==> config.mk <==
export PLATFORM = sky130hd
export DESIGN_NAME = reorder_buffer_flat
export DESIGN_NICKNAME = d
export VERILOG_FILES = /design/src/hdl/isa_pkg.sv /design/src/hdl/core_types_pkg.sv /design/src/hdl/core_ifs.sv /design/src/hdl/reorder_buffer.sv /design/src/flat_wrapper.sv
export VERILOG_INCLUDE_DIRS = /design/src /design/src/hdl
export SDC_FILE = /design/constraint.sdc
export NUM_CORES = 1
export LEC_CHECK = 0
export BUFFER_PORTS_ARGS = -buffer_cell sky130_fd_sc_hd__buf_2
export CAP_MARGIN = 20
export CELL_PAD_IN_SITES_DETAIL_PLACEMENT = 1
export CELL_PAD_IN_SITES_GLOBAL_PLACEMENT = 2
export CORE_ASPECT_RATIO = 0.75
export CORE_MARGIN = 3
export CORE_UTILIZATION = 30
export CTS_BUF_LIST = sky130_fd_sc_hd__clkbuf_2
export CTS_CLUSTER_DIAMETER = 100
export DETAILED_ROUTE_END_ITERATION = 7
export PLACE_DENSITY = 0.53
export SLEW_MARGIN = 10
export SYNTH_ARGS = -nofsm -noshare
export SYNTH_HDL_FRONTEND = slang
export SYNTH_SLANG_ARGS = --single-unit
==> constraint.sdc <==
create_clock -name clock -period 9.3 [get_ports clock]
set_clock_uncertainty 0.05 [all_clocks]
set_input_delay 1.86 -clock clock [delete_from_list [all_inputs] [get_ports clock]]
set_output_delay 1.86 -clock clock [all_outputs]
set_load 0.02 [all_outputs]
==> src/hdl/core_macros.svh <==
// Core sizing macros

`ifndef CORE_MACROS_SVH
`define CORE_MACROS_SVH

// Reorder buffer entries
`define ROB_DEPTH 16

// Physical register count, tag 0 is the zero register
`define PRF_DEPTH 48

// Architectural register count
`define ARCH_REGS 32

// Tags left over once every architectural register has a mapping
`define FREE_DEPTH (`PRF_DEPTH - `ARCH_REGS)

// Result width
`define XLEN 64

`endif

==> src/hdl/isa_pkg.sv <==
// Architectural definitions

package isa_pkg;

  //////////////////////////////////////////////////
  // Register file view
  //////////////////////////////////////////////////

  typedef logic [4:0] arch_idx_t;  // r0 .. r31

  // Reads as zero, writes are dropped
  localparam arch_idx_t ZERO_REG = 5'd31;

  //////////////////////////////////////////////////
  // Instruction words
  //////////////////////////////////////////////////

  typedef logic [31:0] inst_t;

  // Stops the core once it commits
  localparam inst_t HALT_INST = 32'h0000_0555;

endpackage

==> src/hdl/core_types_pkg.sv <==
// Rename core types

`include "core_macros.svh"

package core_types_pkg;

  import isa_pkg::*;

  //////////////////////////////////////////////////
  // Index and data types
  //////////////////////////////////////////////////

  typedef logic [$clog2(`PRF_DEPTH)-1:0] phys_tag_t;
  typedef logic [$clog2(`ROB_DEPTH)-1:0] rob_idx_t;
  typedef logic [`XLEN-1:0]              data_t;

  // Physical zero register
  localparam phys_tag_t ZERO_TAG = '0;

  //////////////////////////////////////////////////
  // Reorder buffer record
  //////////////////////////////////////////////////

  typedef struct packed {
    arch_idx_t dest;     // Architectural destination
    phys_tag_t new_tag;  // Mapping made at dispatch
    phys_tag_t old_tag;  // Mapping it replaced, freed on commit
    inst_t     ir;
    logic      done;     // Result has been written
  } rob_entry_t;

endpackage

==> src/hdl/core_ifs.sv <==
// Dispatch and retire interfaces

// One dispatch slot, seen by every block that allocates
interface dispatch_if import isa_pkg::*, core_types_pkg::*; ();

  logic      alloc;    // Dispatch fires this cycle
  arch_idx_t dest;
  inst_t     ir;
  phys_tag_t new_tag;  // From the free list
  phys_tag_t old_tag;  // From the rename table
  rob_idx_t  rob_idx;  // Tail slot of the reorder buffer

  modport control (
    output alloc,
    input  dest
  );

  // Register alias table
  modport rat (
    input  alloc, dest, new_tag,
    output old_tag
  );

  modport list (
    input  alloc, dest,
    output new_tag
  );

  modport rob (
    input  alloc, dest, ir, new_tag, old_tag,
    output rob_idx
  );

  modport regfile (
    input alloc, new_tag
  );

endinterface

// Head of the reorder buffer and the commit strobe
interface retire_if import isa_pkg::*, core_types_pkg::*; ();

  logic      head_done;
  arch_idx_t dest;
  phys_tag_t new_tag;
  phys_tag_t old_tag;
  inst_t     ir;
  logic      commit;  // Head leaves this cycle

  modport control (
    input  head_done, ir,
    output commit
  );

  modport list (
    input commit, dest, old_tag
  );

  modport rob (
    output head_done, dest, new_tag, old_tag, ir,
    input  commit
  );

  modport regfile (
    input new_tag
  );

endinterface

==> src/hdl/reorder_buffer.sv <==
// Reorder buffer

`include "core_macros.svh"

module reorder_buffer import core_types_pkg::*; (
  input  logic        clock,
  input  logic        rst_n,
  dispatch_if.rob     dispatch,
  input  logic        complete_valid,
  input  rob_idx_t    complete_rob_idx,
  output phys_tag_t   complete_tag,
  retire_if.rob       retire,
  output logic        rob_full
);

  localparam int CNT_W = $clog2(`ROB_DEPTH) + 1;

  typedef logic [CNT_W-1:0] cnt_t;

  rob_entry_t entries [`ROB_DEPTH];
  rob_idx_t   head;
  rob_idx_t   tail;
  cnt_t       count;
  rob_idx_t   complete_ofs;   // Distance of the completing entry from head
  logic       complete_live;  // Completing entry is between head and tail
  rob_entry_t head_entry;

  //////////////////////////////////////////////////
  // Pointers
  //////////////////////////////////////////////////

  assign rob_full         = (count == cnt_t'(`ROB_DEPTH));
  assign dispatch.rob_idx = tail;

  always_ff @(posedge clock or negedge rst_n)
  begin
    if (!rst_n)
    begin
      head  <= '0;
      tail  <= '0;
      count <= '0;
    end
    else
    begin
      if (dispatch.alloc)
        tail <= tail + 1'b1;
      if (retire.commit)
        head <= head + 1'b1;
      count <= count + cnt_t'(dispatch.alloc) - cnt_t'(retire.commit);
    end
  end

  //////////////////////////////////////////////////
  // Entry storage
  //////////////////////////////////////////////////

  always_ff @(posedge clock)
  begin
    if (dispatch.alloc)
    begin
      entries[tail].dest    <= dispatch.dest;
      entries[tail].new_tag <= dispatch.new_tag;
      entries[tail].old_tag <= dispatch.old_tag;
      entries[tail].ir      <= dispatch.ir;
      entries[tail].done    <= 1'b0;
    end
    if (complete_valid)
      entries[complete_rob_idx].done <= 1'b1;  // Only an older entry, never the tail
  end

  // Result bus tag for the physical register file
  assign complete_tag = entries[complete_rob_idx].new_tag;

  //////////////////////////////////////////////////
  // Head presented for commit
  //////////////////////////////////////////////////

  assign head_entry = entries[head];

  // Stale records past the tail are masked by the count
  assign retire.head_done = (count != '0) && head_entry.done;
  assign retire.dest      = head_entry.dest;
  assign retire.new_tag   = head_entry.new_tag;
  assign retire.old_tag   = head_entry.old_tag;
  assign retire.ir        = head_entry.ir;

  assign complete_ofs  = complete_rob_idx - head;
  assign complete_live = (cnt_t'(complete_ofs) < count);

  // The result bus only names in-flight entries, and each only once
  assert property (@(posedge clock) disable iff (!rst_n)
    complete_valid |-> complete_live && !entries[complete_rob_idx].done);

endmodule

==> src/flat_wrapper.sv <==
// flat-port wrapper written by rule: the top's interface ports become plain ports
module reorder_buffer_flat import core_types_pkg::*;
  (clock, rst_n, complete_valid, complete_rob_idx, complete_tag, rob_full, dispatch_alloc, dispatch_dest, dispatch_ir, dispatch_new_tag, dispatch_old_tag, dispatch_rob_idx, retire_head_done, retire_dest, retire_new_tag, retire_old_tag, retire_ir, retire_commit);
  dispatch_if dispatch_i ();
  retire_if retire_i ();
  input  logic clock;
  input  logic rst_n;
  input  logic complete_valid;
  input  rob_idx_t complete_rob_idx;
  output phys_tag_t complete_tag;
  output logic rob_full;
  input wire logic [$bits(dispatch_i.alloc)-1:0] dispatch_alloc;
  input wire logic [$bits(dispatch_i.dest)-1:0] dispatch_dest;
  input wire logic [$bits(dispatch_i.ir)-1:0] dispatch_ir;
  input wire logic [$bits(dispatch_i.new_tag)-1:0] dispatch_new_tag;
  input wire logic [$bits(dispatch_i.old_tag)-1:0] dispatch_old_tag;
  output wire logic [$bits(dispatch_i.rob_idx)-1:0] dispatch_rob_idx;
  output wire logic [$bits(retire_i.head_done)-1:0] retire_head_done;
  output wire logic [$bits(retire_i.dest)-1:0] retire_dest;
  output wire logic [$bits(retire_i.new_tag)-1:0] retire_new_tag;
  output wire logic [$bits(retire_i.old_tag)-1:0] retire_old_tag;
  output wire logic [$bits(retire_i.ir)-1:0] retire_ir;
  input wire logic [$bits(retire_i.commit)-1:0] retire_commit;
  assign dispatch_i.alloc = dispatch_alloc;
  assign dispatch_i.dest = dispatch_dest;
  assign dispatch_i.ir = dispatch_ir;
  assign dispatch_i.new_tag = dispatch_new_tag;
  assign dispatch_i.old_tag = dispatch_old_tag;
  assign dispatch_rob_idx = dispatch_i.rob_idx;
  assign retire_head_done = retire_i.head_done;
  assign retire_dest = retire_i.dest;
  assign retire_new_tag = retire_i.new_tag;
  assign retire_old_tag = retire_i.old_tag;
  assign retire_ir = retire_i.ir;
  assign retire_i.commit = retire_commit;
  reorder_buffer u_core (.clock(clock), .rst_n(rst_n), .dispatch(dispatch_i), .complete_valid(complete_valid), .complete_rob_idx(complete_rob_idx), .complete_tag(complete_tag), .retire(retire_i), .rob_full(rob_full));
endmodule
==> run_results.csv, run 1 <==
group,metric,value,unit
status,status,"finished clean",
cts,clkSinkCount,813,
logic_synthesis,synth_seq_area_share,76.8,%
cts,post_cts_resized,0,
worst_setup_path,crit_path_cell_trace,"buf_4, mux4_2, a22oi_1, nand2_1, buf_2",
worst_setup_path,critPathKind,"reg2out",
logic_synthesis,synth-seq-cells,813,
logic_synthesis,postSynthNetCount,1482,
cts,ctsHoldBuffers,0,
global_routing,grt_pass1_wl,121,mm
global_routing,grt_antenna_before_repair,13,
floorplanning,die_area,109000,µm²
pwr,ir_worst_vdd,0.241,mV
sta,finalHoldViolations,0,
worst_setup_path,critPathBufInv,2,
cts,cts_tree,"yes",
worst_setup_path,cpPeakStageDelay,1.17,ns
pwr,powerDensity,297,nW/µm²
detailed_routing,drt_wl_total,84.2,mm
cts,clk_path_buf_depth,3,
floorplanning,core,104000,µm²
sta,slew_headroom,24.4,%
global_routing,grt_pass1_vias,17356,
worst_setup_path,cp.arrival,4.53,ns
placement,port_buffers,118,
cts,cts_buffers,207,
worst_setup_path,worstSetupStartpointType,"flop",
detailed_routing,wire_per_inst,26.0,µm
final_layout,fillCellCount,10405,
pwr,internal_power,0.00682,W
final_layout,drive_above_1_share,39.2,%
sta,worst_pin_slew,1.13,ns
floorplanning,initial_utilization,30.4,%
logic_synthesis,synth.avg_cell_area,22.3,µm²
worst_setup_path,timing.rr.end,"u_core.entries[14][31]",
worst_setup_path,path_delay_family,"flip-flops",
pwr,p_seq_share,44.1,%
worst_setup_path,r2r-start,"u_core.dispatch.rob_idx[0]",
final_layout,area_delta_synth_final,13.3,%
detailed_routing,antenna_left,0,
sta,setup_tns,0,ns
sta,final_max_slew_viol_count,0,
logic_synthesis,yosysWarnings,0,
pwr,report.power.total,0.0106,W
logic_synthesis,async_flop_share,1.60,%
worst_setup_path,reg2regPathDepth,5,
worst_setup_path,startpoint,"u_core.head[1]",
sta,rsz0062_at_grt,"no",
cts,path_clk_slew,0.11,ns
worst_setup_path,cp.depth,5,
floorplanning,die_y,287,µm
floorplanning,num_rows,102,
cts,clockRootBuffer,"clkbuf_2",
logic_synthesis,synth_cell_types,35,
logic_synthesis,syn_area,31500,µm²
logic_synthesis,yosys_most_used_dff,"edfxtp_1",
floorplanning,fp.dieW,380,µm
run,drv_cap,0,
hold_path,hold_class,"in2async",
global_routing,gr-usage-all-layers,15.5,%
worst_setup_path,cpMaxStageDelayCell,"dfrtp_4",
cts,post-cts-setup-buffers,0,
detailed_routing,dr.first_iter.drc_count,1010,
pwr,switching_share,35.7,%
global_routing,overflow,0,
pwr,switchingPower,0.00378,W
placement,place_congestion,0.697,
sta,min_period,6.44,ns
worst_setup_path,critical_path.endpoint,"retire_ir[13]",
sta,finalCritPeriodShare,69.2,%
global_routing,grt_max_degree,106,
final_layout,regArea,24200,µm²
pwr,clockPowerShare,23.1,%
final_layout,multiInputGateArea,6960,µm²
placement,hpwl,41.9,mm
worst_setup_path,rrSetupSlack,6.01,ns
sta,setup_viol,0,
pwr,p_leak,11.6,nW
detailed_routing,viasPerCell,4.85,
worst_setup_path,path_max_fanout,64,
pwr,p_comb_share,32.8,%
cts,insertion_delay,1.40,ns
worst_setup_path,worstPathRequired,7.39,ns
detailed_routing,vias,15700,
detailed_routing,remaining_drc_errors,0,
logic_synthesis,synth_edf_count,784,
logic_synthesis,netlist_instances,1412,
cts,htreeDepth,4,
floorplanning,ios,119,
final_layout,nets,1761,
sta,fmax,155,MHz
detailed_routing,firstDrtPassIters,5,
worst_setup_path,critPathCaptureType,"primary output",
-- logic make-up (layout without fill, tap and decap cells) --
logic type / Yosys count / count (layout) / share of synthesized area [%]
flops: 813 / 813 / 76.8
mux: 228 / 228 / 16.1
compound gates: 145 / 145 / 3.21
simple gates: 114 / 114 / 1.59
buf+inv: 90 / 505 / 1.49
fa+ha+maj: 12 / 12 / 0.501
xor+xnor: 10 / 10 / 0.278
other cells: 0 / 8 / 0
-- Yosys cell counts (2+ instances only) --
master / count / area share (%)
edfxtp_1: 784 / 75
mux4_2: 222 / 16
a22oi_1: 110 / 2.6
nand2_1: 71 / 0.85
clkbuf_1: 36 / 0.43
o21ai_0: 29 / 0.46
buf_2: 21 / 0.33
nor2_1: 18 / 0.21
dfxtp_1: 16 / 1.0
dfrtp_1: 13 / 1.0
ha_1: 11 / 0.44
inv_1: 11 / 0.13
buf_4: 10 / 0.24
buf_6: 9 / 0.32
xnor2_1: 6 / 0.17
nand2b_1: 5 / 0.099
mux2i_1: 4 / 0.13
nand3b_1: 4 / 0.095
nor2b_1: 4 / 0.079
xor2_1: 4 / 0.11
buf_1: 3 / 0.036
nand4_1: 3 / 0.060
a21oi_1: 2 / 0.032
and2_1: 2 / 0.040
mux2_2: 2 / 0.072
nand3_1: 2 / 0.032
or2_2: 2 / 0.040
-- power by group through the flow --
stage | clock network, W | logic [W] | registers, W
floorplan | 0 | 0.00241 | 0.00463
global placement | 0 | 0.00356 | 0.00475
detailed placement | 0 | 0.00357 | 0.00477
CTS | 0.00258 | 0.00358 | 0.00468
global route | 0.00277 | 0.00377 | 0.00472
finish | 0.00245 | 0.00347 | 0.00467
-- cell usage in the layout (no fill, tap or decap), types with 4 or more instances in the layout --
cell,instances
mux2i_1,4
edfxtp_1,784
a22oi_1,110
xor2_1,4
mux4_2,222
bufinv_16,6
dfrtp_1,11
dfxtp_1,16
nand3b_1,4
buf_4,30
nand2_1,71
ha_1,11
o21ai_0,29
diode_2,8
clkinv_2,6
xnor2_1,6
nand2b_1,5
clkbuf_2,298
nor2_4,17
inv_1,11
buf_2,118
clkinv_1,26
-- per-stage QoR --
stage	hold slack [ns]	setup WS (ns)	util, %	cells	cell area (µm²)
4_1_cts	0.0751	2.51	34.4	3231	35700
3_3_place_gp	0.407	3.67	32.6	2886	33800
3_5_place_dp	0.410	3.62	32.6	2886	33800
6_report	0.302	2.86	34.4	3239	35700
5_1_grt	0.108	2.47	34.4	3236	35700
2_1_floorplan	0.381	4.18	-	1412	31500
-- metal layers --
metal	vias to the layer above	routed length (µm)	share of wire [%]	global-route usage [%]
met5	-	44	0.052	0
met4	8	1490	1.8	4.77
met3	150	4570	5.4	3.98
met2	438	39400	47	24.1
met1	8446	38700	46	21.5
li1	6658	-	-	-
-- sequential cells by signal (all words and copies together) (netlist names) --
register                 flops
u_core.head                  4
u_core.count                 5
u_core.entries             800
u_core.dispatch.rob_idx      4
-- worst min path at each step --
stage	startpoint	end	slack, ns	depth (start not counted)
after floorplan	u_core.entries[0][0]	u_core.entries[0][0]	0.38	2
after global placement	u_core.entries[6][0]	u_core.entries[6][0]	0.41	2
after detailed placement	u_core.entries[0][0]	u_core.entries[0][0]	0.41	2
after CTS	rst_n	u_core.head[0]	0.08	1
after global routing	rst_n	u_core.head[0]	0.11	1
final	rst_n	u_core.head[0]	0.30	1
-- worst register-to-register path, cell delays in order, from the launching register on --
cell and delay, ns:
dfrtp_1 0.47, inv_1 0.12, ha_1 0.14, nand2_1 0.36, nor2_4 0.95, buf_4 0.79
-- area by class of cell --
| cell class | count | area share (%) |
|---|---|---|
| clock inverters | 47 | 1.03 |
| diodes | 8 | 0.0561 |
| flip-flops and latches | 813 | 67.8 |
| multi-input cells | 509 | 19.5 |
| inverters | 11 | 0.116 |
| repair buffers | 149 | 2.34 |
| clock buffers | 298 | 4.18 |
| well taps | 1404 | 4.92 |
No activity file was read; power rests on OpenSTA's default activity.
==> run 2: changes to the inputs <==
--- a/config.mk
+++ b/config.mk
@@ -6,6 +6,7 @@
 export SDC_FILE = /design/constraint.sdc
 export NUM_CORES = 1
 export LEC_CHECK = 0
+export ABC_AREA = 1
 export BUFFER_PORTS_ARGS = -buffer_cell sky130_fd_sc_hd__buf_2
 export CAP_MARGIN = 20
 export CELL_PAD_IN_SITES_DETAIL_PLACEMENT = 1
@@ -16,7 +17,7 @@
 export CTS_BUF_LIST = sky130_fd_sc_hd__clkbuf_2
 export CTS_CLUSTER_DIAMETER = 100
 export DETAILED_ROUTE_END_ITERATION = 7
-export PLACE_DENSITY = 0.53
+export PLACE_DENSITY = 0.58
 export SLEW_MARGIN = 10
 export SYNTH_ARGS = -nofsm -noshare
 export SYNTH_HDL_FRONTEND = slang
==> constraint.sdc (replaced) <==
create_clock -name clock -period 6.1 [get_ports clock]
set_clock_uncertainty 0.05 [all_clocks]
set_input_delay 1.22 -clock clock [delete_from_list [all_inputs] [get_ports clock]]
set_output_delay 1.22 -clock clock [all_outputs]
set_load 0.02 [all_outputs]
==> run_results.csv, run 2 <==
group,metric,value,unit
worst_setup_path,cpMaxStageDelayCell,"inv_4",
placement,placed_cell_area,35400,µm²
worst_setup_path,reg2regPathDepth,5,
final_layout,largest_reg_flops,800,
cts,clkSinkCount,813,
worst_setup_path,cpPeakStageDelay,0.81,ns
pwr,ir_worst_vdd,0.376,mV
logic_synthesis,netlist_top_cells_count,"784 x edfxtp_1, 328 x o21ai_0, 289 x nor2_1",
final_layout,top_register,"u_core.entries",
sta,slew_headroom,28.1,%
logic_synthesis,netlist.area_leader.share,70.5,%
sta,fmax,176,MHz
sta,final_max_slew_viol_count,0,
worst_setup_path,r2r-start,"u_core.dispatch.rob_idx[1]",
sta,rsz0062_at_grt,"no",
cts,path_clk_slew,0.12,ns
sta,fin_hold_ws,0.437,ns
hold_path,min_from,"u_core.entries[7][0]",
worst_setup_path,rrSetupSlack,3.22,ns
placement,port_buffers,118,
pwr,powerDensity,458,nW/µm²
detailed_routing,antenna_left,0,
logic_synthesis,synth.avg_cell_area,12.7,µm²
placement,hpwl,52.7,mm
worst_setup_path,path_max_fanout,76,
sta,setup_viol,0,
sta,min_period,5.69,ns
worst_setup_path,crit_path_cell_trace,"inv_4, buf_4, o21ai_0, o211ai_1, nand3_1, nand2_1, buf_2",
detailed_routing,viasPerCell,4.97,
floorplanning,die_area,115000,µm²
sta,worst_pin_slew,1.08,ns
logic_synthesis,synth_area_leaders,"edfxtp_1 71%, o211ai_1 5.2%, o21ai_0 4.9%",
logic_synthesis,synth-seq-cells,813,
hold_path,holdPathEnd,"u_core.entries[7][0]",
final_layout,fin_cells,4480,
logic_synthesis,yosysMostFrequentCell,"edfxtp_1",
final_layout,regArea,24200,µm²
cts,insertion_delay,1.53,ns
floorplanning,core,110000,µm²
cts,post-cts-setup-buffers,0,
final_layout,fillCellCount,11897,
worst_setup_path,worstPathRequired,4.83,ns
global_routing,grt_pass1_wl,154,mm
logic_synthesis,async_flop_share,1.60,%
detailed_routing,vias,22270,
worst_setup_path,worstSetupStartpointType,"flop",
final_layout,nets,2953,
hold_path,hold_class,"reg2reg",
final_layout,largest_registers,"u_core.entries x800, u_core.count x5",
status,status,"finished clean",
final_layout,multiInputGateArea,7570,µm²
sta,setup_tns,0,ns
final_layout,postLayoutCellArea,38000,µm²
floorplanning,num_rows,105,
final_layout,utilization,34.6,%
final_layout,drive_above_1_share,17.9,%
cts,clk_path_buf_depth,3,
logic_synthesis,netlist_instances,2625,
worst_setup_path,timing.rr.end,"u_core.entries[13][30]",
detailed_routing,wire_per_inst,23.3,µm
cts,htreeDepth,4,
detailed_routing,remaining_drc_errors,0,
cts,clockRootBuffer,"clkbuf_2",
run,drv_cap,0,
floorplanning,fp.dieW,391,µm
cts,cts_buffers,207,
logic_synthesis,synth_edf_count,784,
global_routing,gr-usage-all-layers,18.1,%
global_routing,grt_pass1_vias,23278,
logic_synthesis,synth_cell_types,28,
logic_synthesis,synth_top_area_cell,"edfxtp_1",
floorplanning,initial_utilization,30.4,%
sta,finalHoldViolations,0,
worst_setup_path,critPathKind,"reg2out",
logic_synthesis,yosysWarnings,0,
placement,dp_cells,4056,
logic_synthesis,postSynthNetCount,2695,
final_layout,layout_common_cells,"784 x edfxtp_1, 328 x o21ai_0, 309 x clkbuf_2, 272 x nor2_1, 230 x o211ai_1",
worst_setup_path,critPathBufInv,3,
logic_synthesis,yosys_most_used_dff,"edfxtp_1",
pwr,p_leak,13.2,nW
logic_synthesis,synth_seq_area_share,72.5,%
floorplanning,die_y,295,µm
floorplanning,ios,119,
placement,place_congestion,0.770,
worst_setup_path,cp.arrival,4.42,ns
detailed_routing,dr.first_iter.drc_count,1295,
global_routing,grt_max_degree,196,
detailed_routing,firstDrtPassIters,5,
global_routing,overflow,0,
hold_path,worstHoldPathCells,2,
worst_setup_path,path_delay_family,"buffers and inverters",
detailed_routing,drt_wl_total,104,mm
final_layout,final_common_cell,"edfxtp_1",
cts,cts_tree,"yes",
worst_setup_path,critPathCaptureType,"primary output",
global_routing,grt_antenna_before_repair,5,
final_layout,area_delta_synth_final,13.8,%
sta,finalCritPeriodShare,93.3,%
logic_synthesis,syn_area,33400,µm²
==> run 2: repair_timing <==
action | CTS | global route
hold buffers | 61 | 0
endpoints found under the setup margin | 0 | 1
endpoints found under the hold margin | 821 | 0
resized for setup | 0 | 1
==> run 2: layout make-up <==
type,instances,share of cell area (%)
Sequential cell,813,63.8
Multi-Input combinational cell,1437,20.0
Tap cell,1444,4.76
Timing Repair Buffer,223,4.59
Clock buffer,309,4.07
Inverter,201,2.02
Clock inverter,49,0.831
Antenna cell,4,0.0264
==> run 2: through the flow <==
stage	worst slack (ns)	total power, W
2_1_floorplan	1.83	0.0115
3_3_place_gp	1.79	0.0137
3_5_place_dp	1.68	0.0139
4_1_cts	0.0684	0.0178
5_1_grt	0.0392	0.0187
6_report	0.410	0.0174
==> run 2: layer usage <==
metal / vias up / track usage (%) / part of all wire (%)
met5: - / 0 / 0.0067
met4: 2 / 6.16 / 2.0
met3: 171 / 2.90 / 3.9
met2: 473 / 29.0 / 46
met1: 11402 / 25.0 / 48
li1: 10222 / - / -
==> run 2: kinds of logic (layout without fill, tap and decap cells) <==
group                    after synthesis  after routing  share of synthesized area, %
other                                  0              4                             0
adder cells (fa/ha/maj)               12             12                         0.472
AND/OR/NAND/NOR                      634            634                          7.70
flip-flops                           813            813                          72.5
AO/OA/AOI/OAI                        781            781                          13.9
XOR/XNOR                              10             10                         0.262
buffers and inverters                375            782                          5.21
==> run 2: how the worst max path moves through the flow <==
stage / startpoint / endpoint / cells after the start
final: u_core.head[1] / retire_dest[3] / 7
after global routing: u_core.head[1] / retire_ir[13] / 7
after CTS: u_core.head[1] / retire_dest[3] / 7
after detailed placement: complete_rob_idx[0] / complete_tag[2] / 7
after global placement: complete_rob_idx[0] / complete_tag[0] / 7
after floorplan: dispatch_alloc / u_core.entries[15][10] / 3
==> run 2: worst register-to-register path, cell delays in order, from the launching register on <==
cell	delay [ns]
dfrtp_1	0.46
inv_1	0.12
ha_1	0.16
nand2_1	0.36
nor2_4	0.85
buf_4	0.52
==> run 2: power by group <==
part | switching (W) | internal (W) | total [W]
clock network | 0.00229 | 0.00148 | 0.00378
logic | 0.00466 | 0.00182 | 0.00648
registers | 0.000389 | 0.00675 | 0.00714
total | 0.00734 | 0.0101 | 0.0174
